--- src/design/sig_settings.svh ---
`ifndef SIG_SETTINGS_SVH
`define SIG_SETTINGS_SVH

// ####################
// result lane geometry
// ####################

// number of kernel result lanes
`define SIG_LANES 8

// one result word per lane
`define SIG_WORD_W 32

// each word folds down to one byte
`define SIG_BYTE_W 8

// signature output width
`define SIG_NIBBLE_W 4

// pairwise tree depth, log2 of lane count
`define SIG_LEVELS 3

`endif

--- src/design/result_pkg.sv ---
`default_nettype none

`include "sig_settings.svh"

package result_pkg;

    // ####################
    // kernel result lanes
    // ####################

    // one result word viewed as its bytes, byte 0 is bits 7:0
    typedef logic [`SIG_WORD_W/`SIG_BYTE_W-1:0][`SIG_BYTE_W-1:0] result_word_t;

    // write strobe plus payload, one per lane
    typedef struct packed {
        logic         valid;
        result_word_t word;
    } result_lane_t;

    // all lanes presented in the same cycle
    typedef result_lane_t [`SIG_LANES-1:0] result_bus_t;

endpackage

`default_nettype wire

--- src/design/signature_pkg.sv ---
`default_nettype none

`include "sig_settings.svh"

package signature_pkg;

    // ####################
    // signature tree types
    // ####################

    // folded byte between tree levels
    typedef struct packed {
        logic                   valid;
        logic [`SIG_BYTE_W-1:0] data;
    } partial_sig_t;

    // final registered signature
    typedef struct packed {
        logic                     valid;
        logic [`SIG_NIBBLE_W-1:0] nibble;
    } out_sig_t;

endpackage

`default_nettype wire

--- src/design/reduce_level.sv ---
`default_nettype none

`include "sig_settings.svh"

module reduce_level
#(
    parameter int n_in = 8
)
(
    input  logic                                         ap_clk,
    input  logic                                         rst_n,
    input  signature_pkg::partial_sig_t [n_in-1:0]       sig_in,
    output signature_pkg::partial_sig_t [n_in/2-1:0]     sig_out
);

    localparam int n_out = n_in / 2;

    signature_pkg::partial_sig_t [n_out-1:0] sig_nxt;

    // pairs only, an odd input would be dropped silently
    if (n_in % 2 != 0)
    begin : g_bad_width
        $error("reduce_level needs an even input count, got %0d", n_in);
    end

    // ####################
    // pairwise select/xor
    // ####################

    // inputs 2j and 2j+1 merge into output j
    always_comb
    begin
        for (int j = 0; j < n_out; j++)
        begin
            sig_nxt[j].valid = sig_in[2*j].valid | sig_in[2*j+1].valid;
            case ({sig_in[2*j+1].valid, sig_in[2*j].valid})
                2'b01:
                begin
                    sig_nxt[j].data = sig_in[2*j].data;
                end
                2'b10:
                begin
                    sig_nxt[j].data = sig_in[2*j+1].data;
                end
                2'b11:
                begin
                    sig_nxt[j].data = sig_in[2*j].data ^ sig_in[2*j+1].data;
                end
                default:
                begin
                    sig_nxt[j].data = '0;
                end
            endcase
        end
    end

    always_ff @(posedge ap_clk or negedge rst_n)
    begin
        if (!rst_n)
        begin
            sig_out <= '0;
        end
        else
        begin
            sig_out <= sig_nxt;
        end
    end

    // ####################
    // output checks
    // ####################

    // idle outputs must be clean so that a later xor is not disturbed,
    // even though the fold stage passes ungated bytes
    for (genvar j = 0; j < n_out; j++)
    begin : g_out_chk
        a_idle_zero: assert property (
            @(posedge ap_clk) disable iff (!rst_n)
            !sig_out[j].valid |-> (sig_out[j].data == '0)
        )
        else
        begin
            $error("idle output %0d carries data %h", j, sig_out[j].data);
        end
    end

endmodule

`default_nettype wire

--- src/design/result_fold.sv ---
`default_nettype none

`include "sig_settings.svh"

module result_fold
(
    input  logic                                             ap_clk,
    input  logic                                             rst_n,
    input  result_pkg::result_bus_t                          lanes,
    output signature_pkg::partial_sig_t [`SIG_LANES-1:0]     folded
);

    localparam int word_bytes = `SIG_WORD_W / `SIG_BYTE_W;

    signature_pkg::partial_sig_t [`SIG_LANES-1:0] fold_nxt;

    // ####################
    // byte fold per lane
    // ####################

    // xor of all bytes of one word
    function automatic logic [`SIG_BYTE_W-1:0] fold_word
    (
        input result_pkg::result_word_t w
    );
        logic [`SIG_BYTE_W-1:0] acc;
        acc = '0;
        for (int b = 0; b < word_bytes; b++)
        begin
            acc = acc ^ w[b];
        end
        return acc;
    endfunction

    // payload is folded even for idle lanes, the tree does the gating
    always_comb
    begin
        for (int i = 0; i < `SIG_LANES; i++)
        begin
            fold_nxt[i].valid = lanes[i].valid;
            fold_nxt[i].data  = fold_word(lanes[i].word);
        end
    end

    always_ff @(posedge ap_clk or negedge rst_n)
    begin
        if (!rst_n)
        begin
            folded <= '0;
        end
        else
        begin
            folded <= fold_nxt;
        end
    end

    // ####################
    // input checks
    // ####################

    // an X strobe would poison the valid chain of the whole tree
    for (genvar i = 0; i < `SIG_LANES; i++)
    begin : g_lane_chk
        a_strobe_known: assert property (
            @(posedge ap_clk) disable iff (!rst_n)
            !$isunknown(lanes[i].valid)
        )
        else
        begin
            $error("lane %0d write strobe is unknown", i);
        end
    end

endmodule

`default_nettype wire

--- src/design/result_signature.sv ---
`default_nettype none

`include "sig_settings.svh"

module result_signature
(
    input  logic                       ap_clk,
    input  logic                       rst_n,
    input  result_pkg::result_bus_t    lanes,
    output logic [`SIG_NIBBLE_W-1:0]   data_out,
    output logic                       data_valid
);

    // lanes left after the last tree level
    localparam int tree_out = `SIG_LANES >> `SIG_LEVELS;

    signature_pkg::partial_sig_t [`SIG_LANES-1:0]   fold_sig;
    signature_pkg::partial_sig_t [`SIG_LANES/2-1:0] lvl0_sig;
    signature_pkg::partial_sig_t [`SIG_LANES/4-1:0] lvl1_sig;
    signature_pkg::partial_sig_t [tree_out-1:0]     lvl2_sig;
    signature_pkg::out_sig_t                        out_q;

    // three explicit levels below must end in one lane
    if (tree_out != 1)
    begin : g_bad_depth
        $error("tree depth %0d does not match %0d lanes", `SIG_LEVELS, `SIG_LANES);
    end

    // ####################
    // fold and tree
    // ####################

    result_fold u_fold
    (
        .ap_clk (ap_clk),
        .rst_n  (rst_n),
        .lanes  (lanes),
        .folded (fold_sig)
    );

    reduce_level #(.n_in(`SIG_LANES)) u_level0
    (
        .ap_clk  (ap_clk),
        .rst_n   (rst_n),
        .sig_in  (fold_sig),
        .sig_out (lvl0_sig)
    );

    reduce_level #(.n_in(`SIG_LANES/2)) u_level1
    (
        .ap_clk  (ap_clk),
        .rst_n   (rst_n),
        .sig_in  (lvl0_sig),
        .sig_out (lvl1_sig)
    );

    reduce_level #(.n_in(`SIG_LANES/4)) u_level2
    (
        .ap_clk  (ap_clk),
        .rst_n   (rst_n),
        .sig_in  (lvl1_sig),
        .sig_out (lvl2_sig)
    );

    // ####################
    // nibble fold
    // ####################

    // tree byte is already zero when idle, no extra gating needed
    always_ff @(posedge ap_clk or negedge rst_n)
    begin
        if (!rst_n)
        begin
            out_q <= '0;
        end
        else
        begin
            out_q.valid  <= lvl2_sig[0].valid;
            out_q.nibble <= lvl2_sig[0].data[`SIG_BYTE_W-1:`SIG_NIBBLE_W]
                          ^ lvl2_sig[0].data[`SIG_NIBBLE_W-1:0];
        end
    end

    assign data_out   = out_q.nibble;
    assign data_valid = out_q.valid;

    // masking through all levels has to leave a quiet output
    a_out_idle_zero: assert property (
        @(posedge ap_clk) disable iff (!rst_n)
        !data_valid |-> (data_out == '0)
    )
    else
    begin
        $error("data_out %h while data_valid is low", data_out);
    end

endmodule

`default_nettype wire

--- config.mk ---
export PLATFORM = sky130hd
export DESIGN_NAME = result_signature
export DESIGN_NICKNAME = d
export VERILOG_FILES = /design/src/design/result_pkg.sv /design/src/design/signature_pkg.sv /design/src/design/reduce_level.sv /design/src/design/result_fold.sv /design/src/design/result_signature.sv
export VERILOG_INCLUDE_DIRS = /design/src /design/src/design
export SDC_FILE = /design/constraint.sdc
export NUM_CORES = 1
export LEC_CHECK = 0
export BUFFER_PORTS_ARGS = -buffer_cell sky130_fd_sc_hd__clkbuf_2
export CORE_MARGIN = 2
export CORE_UTILIZATION = 35
export DETAILED_ROUTE_END_ITERATION = 12
export SYNTH_ARGS = -nofsm -noshare
export SYNTH_HDL_FRONTEND = slang
export SYNTH_SLANG_ARGS = --single-unit
--- constraint.sdc ---
create_clock -name ap_clk -period 1.05 [get_ports ap_clk]
set_input_delay 0.21 -clock ap_clk [delete_from_list [all_inputs] [get_ports ap_clk]]
set_output_delay 0.21 -clock ap_clk [all_outputs]
set_load 0.01 [all_outputs]
# Yosys cells after proc, flatten, opt, wreduce, memory -nomap -nowiden
# Cells that the tools add are included.
# totals
input_bits,266
out_inout_bits,5
register_bits,140
# op_classes
eq_ne,21
bitwise,39
mux,7
# op_table
operator,count
8-bit XOR,31
8-bit one-hot mux with 3 select lines,7
2-bit == test (second input constant),14
2-bit by 1-bit == test with 1-bit output (second input constant),7
1-bit bitwise OR,7
4-bit XOR,1

# Logic depth before layout (Yosys ltp)
# Gate-level depths: netlist of the first run.
# depth
depth_word,3
mapped_depth,3

# Hierarchy
# From an unflattened synthesis of the first run, not the netlist that was laid out.
# hier_totals
hier_cells,525
area_unflattened_um2,6347.3
# modules_own_cells
module,instances,cells_per_inst,seq_area_each_um2,area_per_inst_um2
result_fold,1,264,1801.7,3483.3
reduce_level at u_level0,1,144,900.9,1544.0
reduce_level at u_level1,1,72,450.4,773.2
reduce_level at u_level2,1,36,225.2,386.6
result_signature,1,9,125.1,160.2

# Worst setup path before layout of the first run
# OpenSTA, ideal clock, no wires.
# synth_timing
path_type,register -> register
start,reg u_level1.sig_out[17] in the netlist's numbering
end,reg u_level2.sig_out[8] in the netlist's numbering
required_time_ns,0.926
setup_time_ns,0.124
period_less_slack_ns,0.806
path_stages_with_launch,3
arrival_ns,0.682
slack_ns,0.244
path_cell_list,dfrtp_1 > buf_6 > or2_1
# synth_lines
element,line,rtl
"start, declared",reduce_level.sv:13,output signature_pkg::partial_sig_t [n_in/2-1:0] sig_out
"start signal, assigned",reduce_level.sv:65,sig_out <= sig_nxt;
"end signal, assigned",reduce_level.sv:65,
"end, declared",reduce_level.sv:13,

# Worst setup path after layout of the first run
# layout_timing
start,reg out_q (netlist bit data_out[3])
end,out data_out[3]
# layout_lines
element,line,rtl
"start, declared",result_signature.sv:21,signature_pkg::out_sig_t out_q;
"end, declared",result_signature.sv:10,"output logic [`SIG_NIBBLE_W-1:0] data_out,"
# No word-level cell between the ends.

==> results of run 1 <==
## per-stage QoR
step / utilization / area [um2] / hold slack (ps)
after floorplan: - / 6329 / -85.59
after global placement: 0.4437 / 7916 / 118.0
after detailed placement: 0.4437 / 7916 / 115.2
after CTS: 0.4838 / 8631 / 79.82
after global routing: 0.4838 / 8631 / 91.11
final: 0.4838 / 8631 / 98.14
## Yosys cell counts
library cell,n
or2_1,7
xor2_1,124
nand2_1,106
buf_4,5
dfrtp_1,140
nand2_2,6
buf_6,9
xnor2_1,128
## power breakdown
part           leakage (nW)  total (mW)  switching [mW]  internal (mW)
clock                 0.310        6.14            2.04           4.10
sequential             1.64        7.26           0.512           6.75
combinational          2.21        2.92            1.34           1.57
total                  4.16        16.3            3.89           12.4
## sequential cells by signal, indices dropped and copies added, names as in the netlist
signal and flops:
u_level1.sig_out 18, u_level2.sig_out 9, data_valid 1, u_fold.folded 72, data_out 4, u_level0.sig_out 36
## path summary, 6_finish.rpt
path / to / cells past startpoint
max in group asynchronous: data_out[2] / 3
worst min register to register: data_valid / 0
worst max register to register: u_level0.sig_out[1] / 2
worst max-delay path: data_out[3] / 1
worst min-delay path: u_fold.folded[29] / 3
min in group asynchronous: u_fold.folded[28] / 2
## per-layer routing
| layer | vias to the layer above | track usage | wire length [um] |
|---|---|---|---|
| met5 | - | 0 | 0 |
| met3 | 16 | 0.02875 | 651 |
| met1 | 1863 | 0.1498 | 4461 |
| met2 | 139 | 0.2191 | 6188 |
| li1 | 2159 | - | - |
| met4 | 0 | 0.05961 | 216 |
## kinds of logic (layout without fill, tap and decap cells)
group / Yosys count / count (layout) / share of synthesized area
xor+xnor: 252 / 252 / 0.3488
buf+inv: 14 / 317 / 0.02195
flops: 140 / 140 / 0.5536
simple gates: 119 / 119 / 0.07572
## layout make-up
| cell class | instances | area [um2] |
|---|---|---|
| clock buffer | 26 | 519.2 |
| fill | 1683 | 9210 |
| timing repair buffer | 285 | 1530 |
| clock inverter | 6 | 105.1 |
| tap | 229 | 286.5 |
| sequential | 140 | 3503 |
| multi-input combinational | 371 | 2686 |
## what timing repair did
item / 4_1_cts / 5_1_grt
resized for setup: 0 / 0
setup endpoints to repair: 5 / 5
hold endpoints to repair: 134 / 0
hold buffers: 9 / 0
==> summary.txt, run 1 <==
status: finished, violations left
failing checks: setup timing
leading post-synthesis cells by cell area: dfrtp_1 (55%), xnor2_1 (18%), xor2_1 (17%)
endpoints failing setup: 5
Overall Power: 16.32 mW
Final Hold Viols: 0
Period minus WS final: 1097 ps
setup skew after layout: 5.694 ps
Die X: 138.5 um
WP buf/inv: 1
Initial DRC Count: 175
Worst Path Required: 840 ps
port buffer count: 270
largest net degree at the start of global routing: 35
area share of the leading cell type in the synthesized netlist: 0.5536
Arr. time, crit path: 890 ps
Worst VDD drop: 1.108 mV
Slew HR: 0.7867
vias per cell: 3.952
hpwl dp: 9380 um
WL per Instance: 10.90 um
worst-skew pair later-pin latency: 410 ps
die height: 138.5 um
grt ovf: 0
Inst Count DP: 1016
fin crit share: 1.045
DRT Pass-1 Iters: 4
worst slack, placed: 89.91 ps
CTS root buf: clkbuf_16
core area: 17840 um2
Hold Crit Class: input pin to flip-flop
row count: 49
fin nets: 1081
Worst Setup Start Kind: flip-flop
crit path cell chain: clkbuf_2
critical path endpoint category: primary output
flop2flop setup slack: 110 ps
postcts setup bufs: 0
HP Start: lanes[101]
Fin Setup TNS: -222.6 ps
kind of critical path: flip-flop to primary output
Critical Path Start: data_out[3]
# diodes: 0
Max-Cap Viols: 0
clock transition at the registers of the reported paths: 60 ps
P_leak: 4.161 nW
Least-Margin Pin Slew: 319.9 ps
DR DRC count: 0
pwr dens: 1890 nW/um2
commonest non-fill, non-tap cell in the layout: clkbuf_2
r2r startpoint: u_fold.folded[17]
Post-Syn Nets: 791
Finished Layout Cells: 1057
Critical-path top delay cell: dfrtp_1
Routability Congestion: 0.7342
number of routed nets with antenna violations: 0
Clock Sinks: 140
PnR worst setup slack: -46.84 ps
global-route wire length before repair: 19190 um
maximum clock insertion buffer count: 2
final WL: 11520 um
vias in the first global route: 4242
most frequent cells in the layout: clkbuf_2 (269), dfrtp_1 (140), xnor2_1 (128), xor2_1 (124), nand2_1 (106)
antenna violations before repair: 0
via count: 4177
Syn Area/Cell: 12.05 um2
cell taking the most area after synthesis: dfrtp_1
Gate Count Post-Synth: 525
CP max FO: 1
io pins: 271
Distinct cells, synth: 8
CP delay by family, top: flip-flops
Yosys reg bits: 140
Syn Std Cell Area: 6329 um2
Ys Warns: 0
DIE AREA: 19170 um2
H-tree depth: 4
slowest stage delay, CP: 350 ps
Initial Util: 0.3547
Total GRT Usage: 0.1266
CTS tree: done
Peak Freq: 911.7 MHz
RSZ-0062 raised after global routing: true
CTS Buf Count: 17
sequential-to-total area share from yosys stat: 0.5536
Slew Viols, Final: 0
Area growth, synth to finish: 36.38%
layout cells sized above 1: 0.3756
Note: power is estimated with default switching activity, not from simulation.
==> run 2, diff against run 1 <==
Clock period 1.05 ns to 0.95 ns, I/O delays scaled along.
==> run 2 against run 1 <==
Effect of this change: register-to-register slack got worse by 50 ps; non-clock buffer count rose by 1; die area did not move; sequential share of layout area rose by 0.21 points; cell count barely moved; largest cell class unchanged; largest power group unchanged; the flow still finishes with violations (setup timing); combinational power rose by 11%.
==> summary.txt, run 2 (same netlist as run 1, synthesis figures left out) <==
status: finished, violations left
failing checks: setup timing
DRT Pass-1 Iters: 4 (unchanged)
vias per cell: 3.991 (+1.0%)
global-route wire length before repair: 18920 um (-1.4%)
Worst VDD drop: 1.194 mV (+7.7%)
kind of critical path: flip-flop to primary output
pwr dens: 2047 nW/um2 (+8.3%)
setup skew after layout: 5.329 ps (-0.3647 ps)
Hold Crit Class: input pin to flip-flop
Routability Congestion: 0.7330 (-0.16%)
clock transition at the registers of the reported paths: 60 ps (about the same)
core area: 17840 um2 (unchanged)
Worst Path Required: 760 ps (-80 ps)
PnR worst setup slack: -125.2 ps (-78.40 ps)
hpwl dp: 9286 um (-1.0%)
Initial DRC Count: 141 (-19%)
worst slack, placed: 5.761 ps (-84.15 ps)
Worst Setup Start Kind: flip-flop
cell depth of the worst setup path: 1 (unchanged)
via count: 4223 (+1.1%)
grt ovf: 0 (unchanged)
slowest stage delay, CP: 350 ps (about the same)
Most flops, register: u_fold.folded
NetSw: 4.313 mW (+11%)
HP Start: lanes[91]
Critical-path top delay cell: dfrtp_1
r2r startpoint: u_fold.folded[26]
RSZ-0062 raised after global routing: true
layout cells sized above 1: 0.3932 (+0.01764)
row count: 49 (unchanged)
P_leak: 4.147 nW (-0.32%)
maximum clock insertion buffer count: 2 (unchanged)
R2R depth: 2 (unchanged)
number of routed nets with antenna violations: 0 (unchanged)
largest registers: u_fold.folded (72), u_level0.sig_out (36), u_level1.sig_out (18)
CTS root buf: clkbuf_16
Peak Freq: 930.0 MHz
vias in the first global route: 4317 (+1.8%)
Clock Sinks: 140 (unchanged)
Slew Viols, Final: 0 (unchanged)
Die X: 138.5 um (unchanged)
die height: 138.5 um (unchanged)
Area growth, synth to finish: 36.26% (about the same)
Initial Util: 0.3547 (unchanged)
worst-skew pair later-pin latency: 410 ps (about the same)
Net Sw Frac: 0.2443 (+0.005866)
largest net degree at the start of global routing: 29 (-17%)
Slew HR: 0.8008 (+0.01407)
number of flip-flops in the largest register: 72 (unchanged)
commonest non-fill, non-tap cell in the layout: clkbuf_2
WL per Instance: 10.83 um (-0.62%)
DR DRC count: 0 (unchanged)
CTS tree: done
CP delay by family, top: flip-flops
Total GRT Usage: 0.1240 (-0.002645)
Final Hold Viols: 0 (unchanged)
Inst Count DP: 1017 (+0.098%)
fin nets: 1082 (+0.093%)
# diodes: 0 (unchanged)
internal cell power: 13.34 mW (+7.4%)
io pins: 271 (unchanged)
CTS Buf Count: 17 (unchanged)
Period minus WS final: 1075 ps
critical path endpoint category: primary output
antenna violations before repair: 0 (unchanged)
fin crit share: 1.132
Logic pwr share: 0.183 (+0.004)
Least-Margin Pin Slew: 298.8 ps (-21.10 ps)
final WL: 11460 um (-0.53%)
hold endpoint: u_fold.folded[19]
FF-to-FF End: u_level0.sig_out[11]
WP buf/inv: 1 (unchanged)
Flop pwr share: 0.456 (+0.011)
Arr. time, crit path: 890 ps (about the same)
crit path cell chain: clkbuf_2
flop2flop setup slack: 60 ps (-50 ps)
clock share of power: 0.361 (-0.015)
worst hold path depth: 3 (unchanged)
CP max FO: 1 (unchanged)
Finished Layout Cells: 1058 (+0.095%)
DIE AREA: 19170 um2 (unchanged)
Max-Cap Viols: 0 (unchanged)
port buffer count: 270 (unchanged)
most frequent cells in the layout: clkbuf_2 (269), xnor2_1 (128), dfrtp_1 (128), xor2_1 (124), nand2_1 (106)
H-tree depth: 4 (unchanged)
endpoints failing setup: 5 (unchanged)
-- run 2: cell types whose count changed in the layout (fill, tap and decap cells not counted) --
| cell | before | now |
|---|---|---|
| buf_4 | 3 | 4 |
| bufinv_16 | 3 | 1 |
| clkbuf_1 | 3 | 1 |
| clkbuf_8 | 6 | 8 |
| clkinv_2 | 3 | 5 |
| dfrtp_1 | 140 | 128 |
| dfrtp_2 | 0 | 12 |
-- run 2: per-layer routing --
metal | vias up | track usage | routed length [um]
met5 | - | 0 | 0
met1 | 1911 | 0.1404 | 4535
met3 | 14 | 0.03048 | 580
li1 | 2160 | - | -
met4 | 0 | 0.05693 | 246
met2 | 138 | 0.2207 | 6094
-- run 2: area by class of cell --
| class | instances | area, um2 |
|---|---|---|
| clock buffers | 26 | 539.3 |
| clock inverters | 6 | 55.05 |
| fillers | 1673 | 9218 |
| multi-input cells | 371 | 2686 |
| flip-flops and latches | 140 | 3518 |
| well taps | 229 | 286.5 |
| repair buffers | 286 | 1538 |
-- run 2: timing repair --
item,4_1_cts,5_1_grt
setup endpoints to repair,6,40
buffers inserted,0,0
hold buffers,9,0
resized for setup,2,10
hold endpoints to repair,148,0
gates cloned,0,0
-- run 2: per-stage QoR --
step | power (mW) | hold slack [ps] | util | cell area (um2) | TNS (ps)
finish | 17.65 | 77.58 | 0.4833 | 8623 | -618.6
global route | 18.72 | 76.84 | 0.4833 | 8623 | -799.3
CTS | 17.95 | 64.21 | 0.4826 | 8611 | -735.4
detailed placement | 11.44 | 90.84 | 0.4441 | 7924 | 0
global placement | 11.41 | 88.61 | 0.4441 | 7924 | -32.09
floorplan | 10.06 | -105.6 | - | 6329 | 0
-- run 2: worst max-delay path by stage --
stage / from / endpoint / slack [ps]
final: data_out[0] / data_out[0] / -130
after global routing: data_out[1] / data_out[1] / -170
after CTS: data_out[3] / data_out[3] / -150
after detailed placement: u_fold.folded[8] / u_level0.sig_out[5] / 6
after global placement: u_fold.folded[8] / u_level0.sig_out[5] / -20
after floorplan: u_level1.sig_out[17] / u_level2.sig_out[8] / 140
-- run 2: power groups by stage --
stage | sequential, mW | combinational, mW | clock (mW)
6_report | 8.04 | 3.23 | 6.38
5_1_grt | 8.20 | 3.67 | 6.85
4_1_cts | 8.07 | 3.33 | 6.54
3_5_place_dp | 8.16 | 3.29 | 0
3_3_place_gp | 8.19 | 3.22 | 0
2_1_floorplan | 7.93 | 2.13 | 0
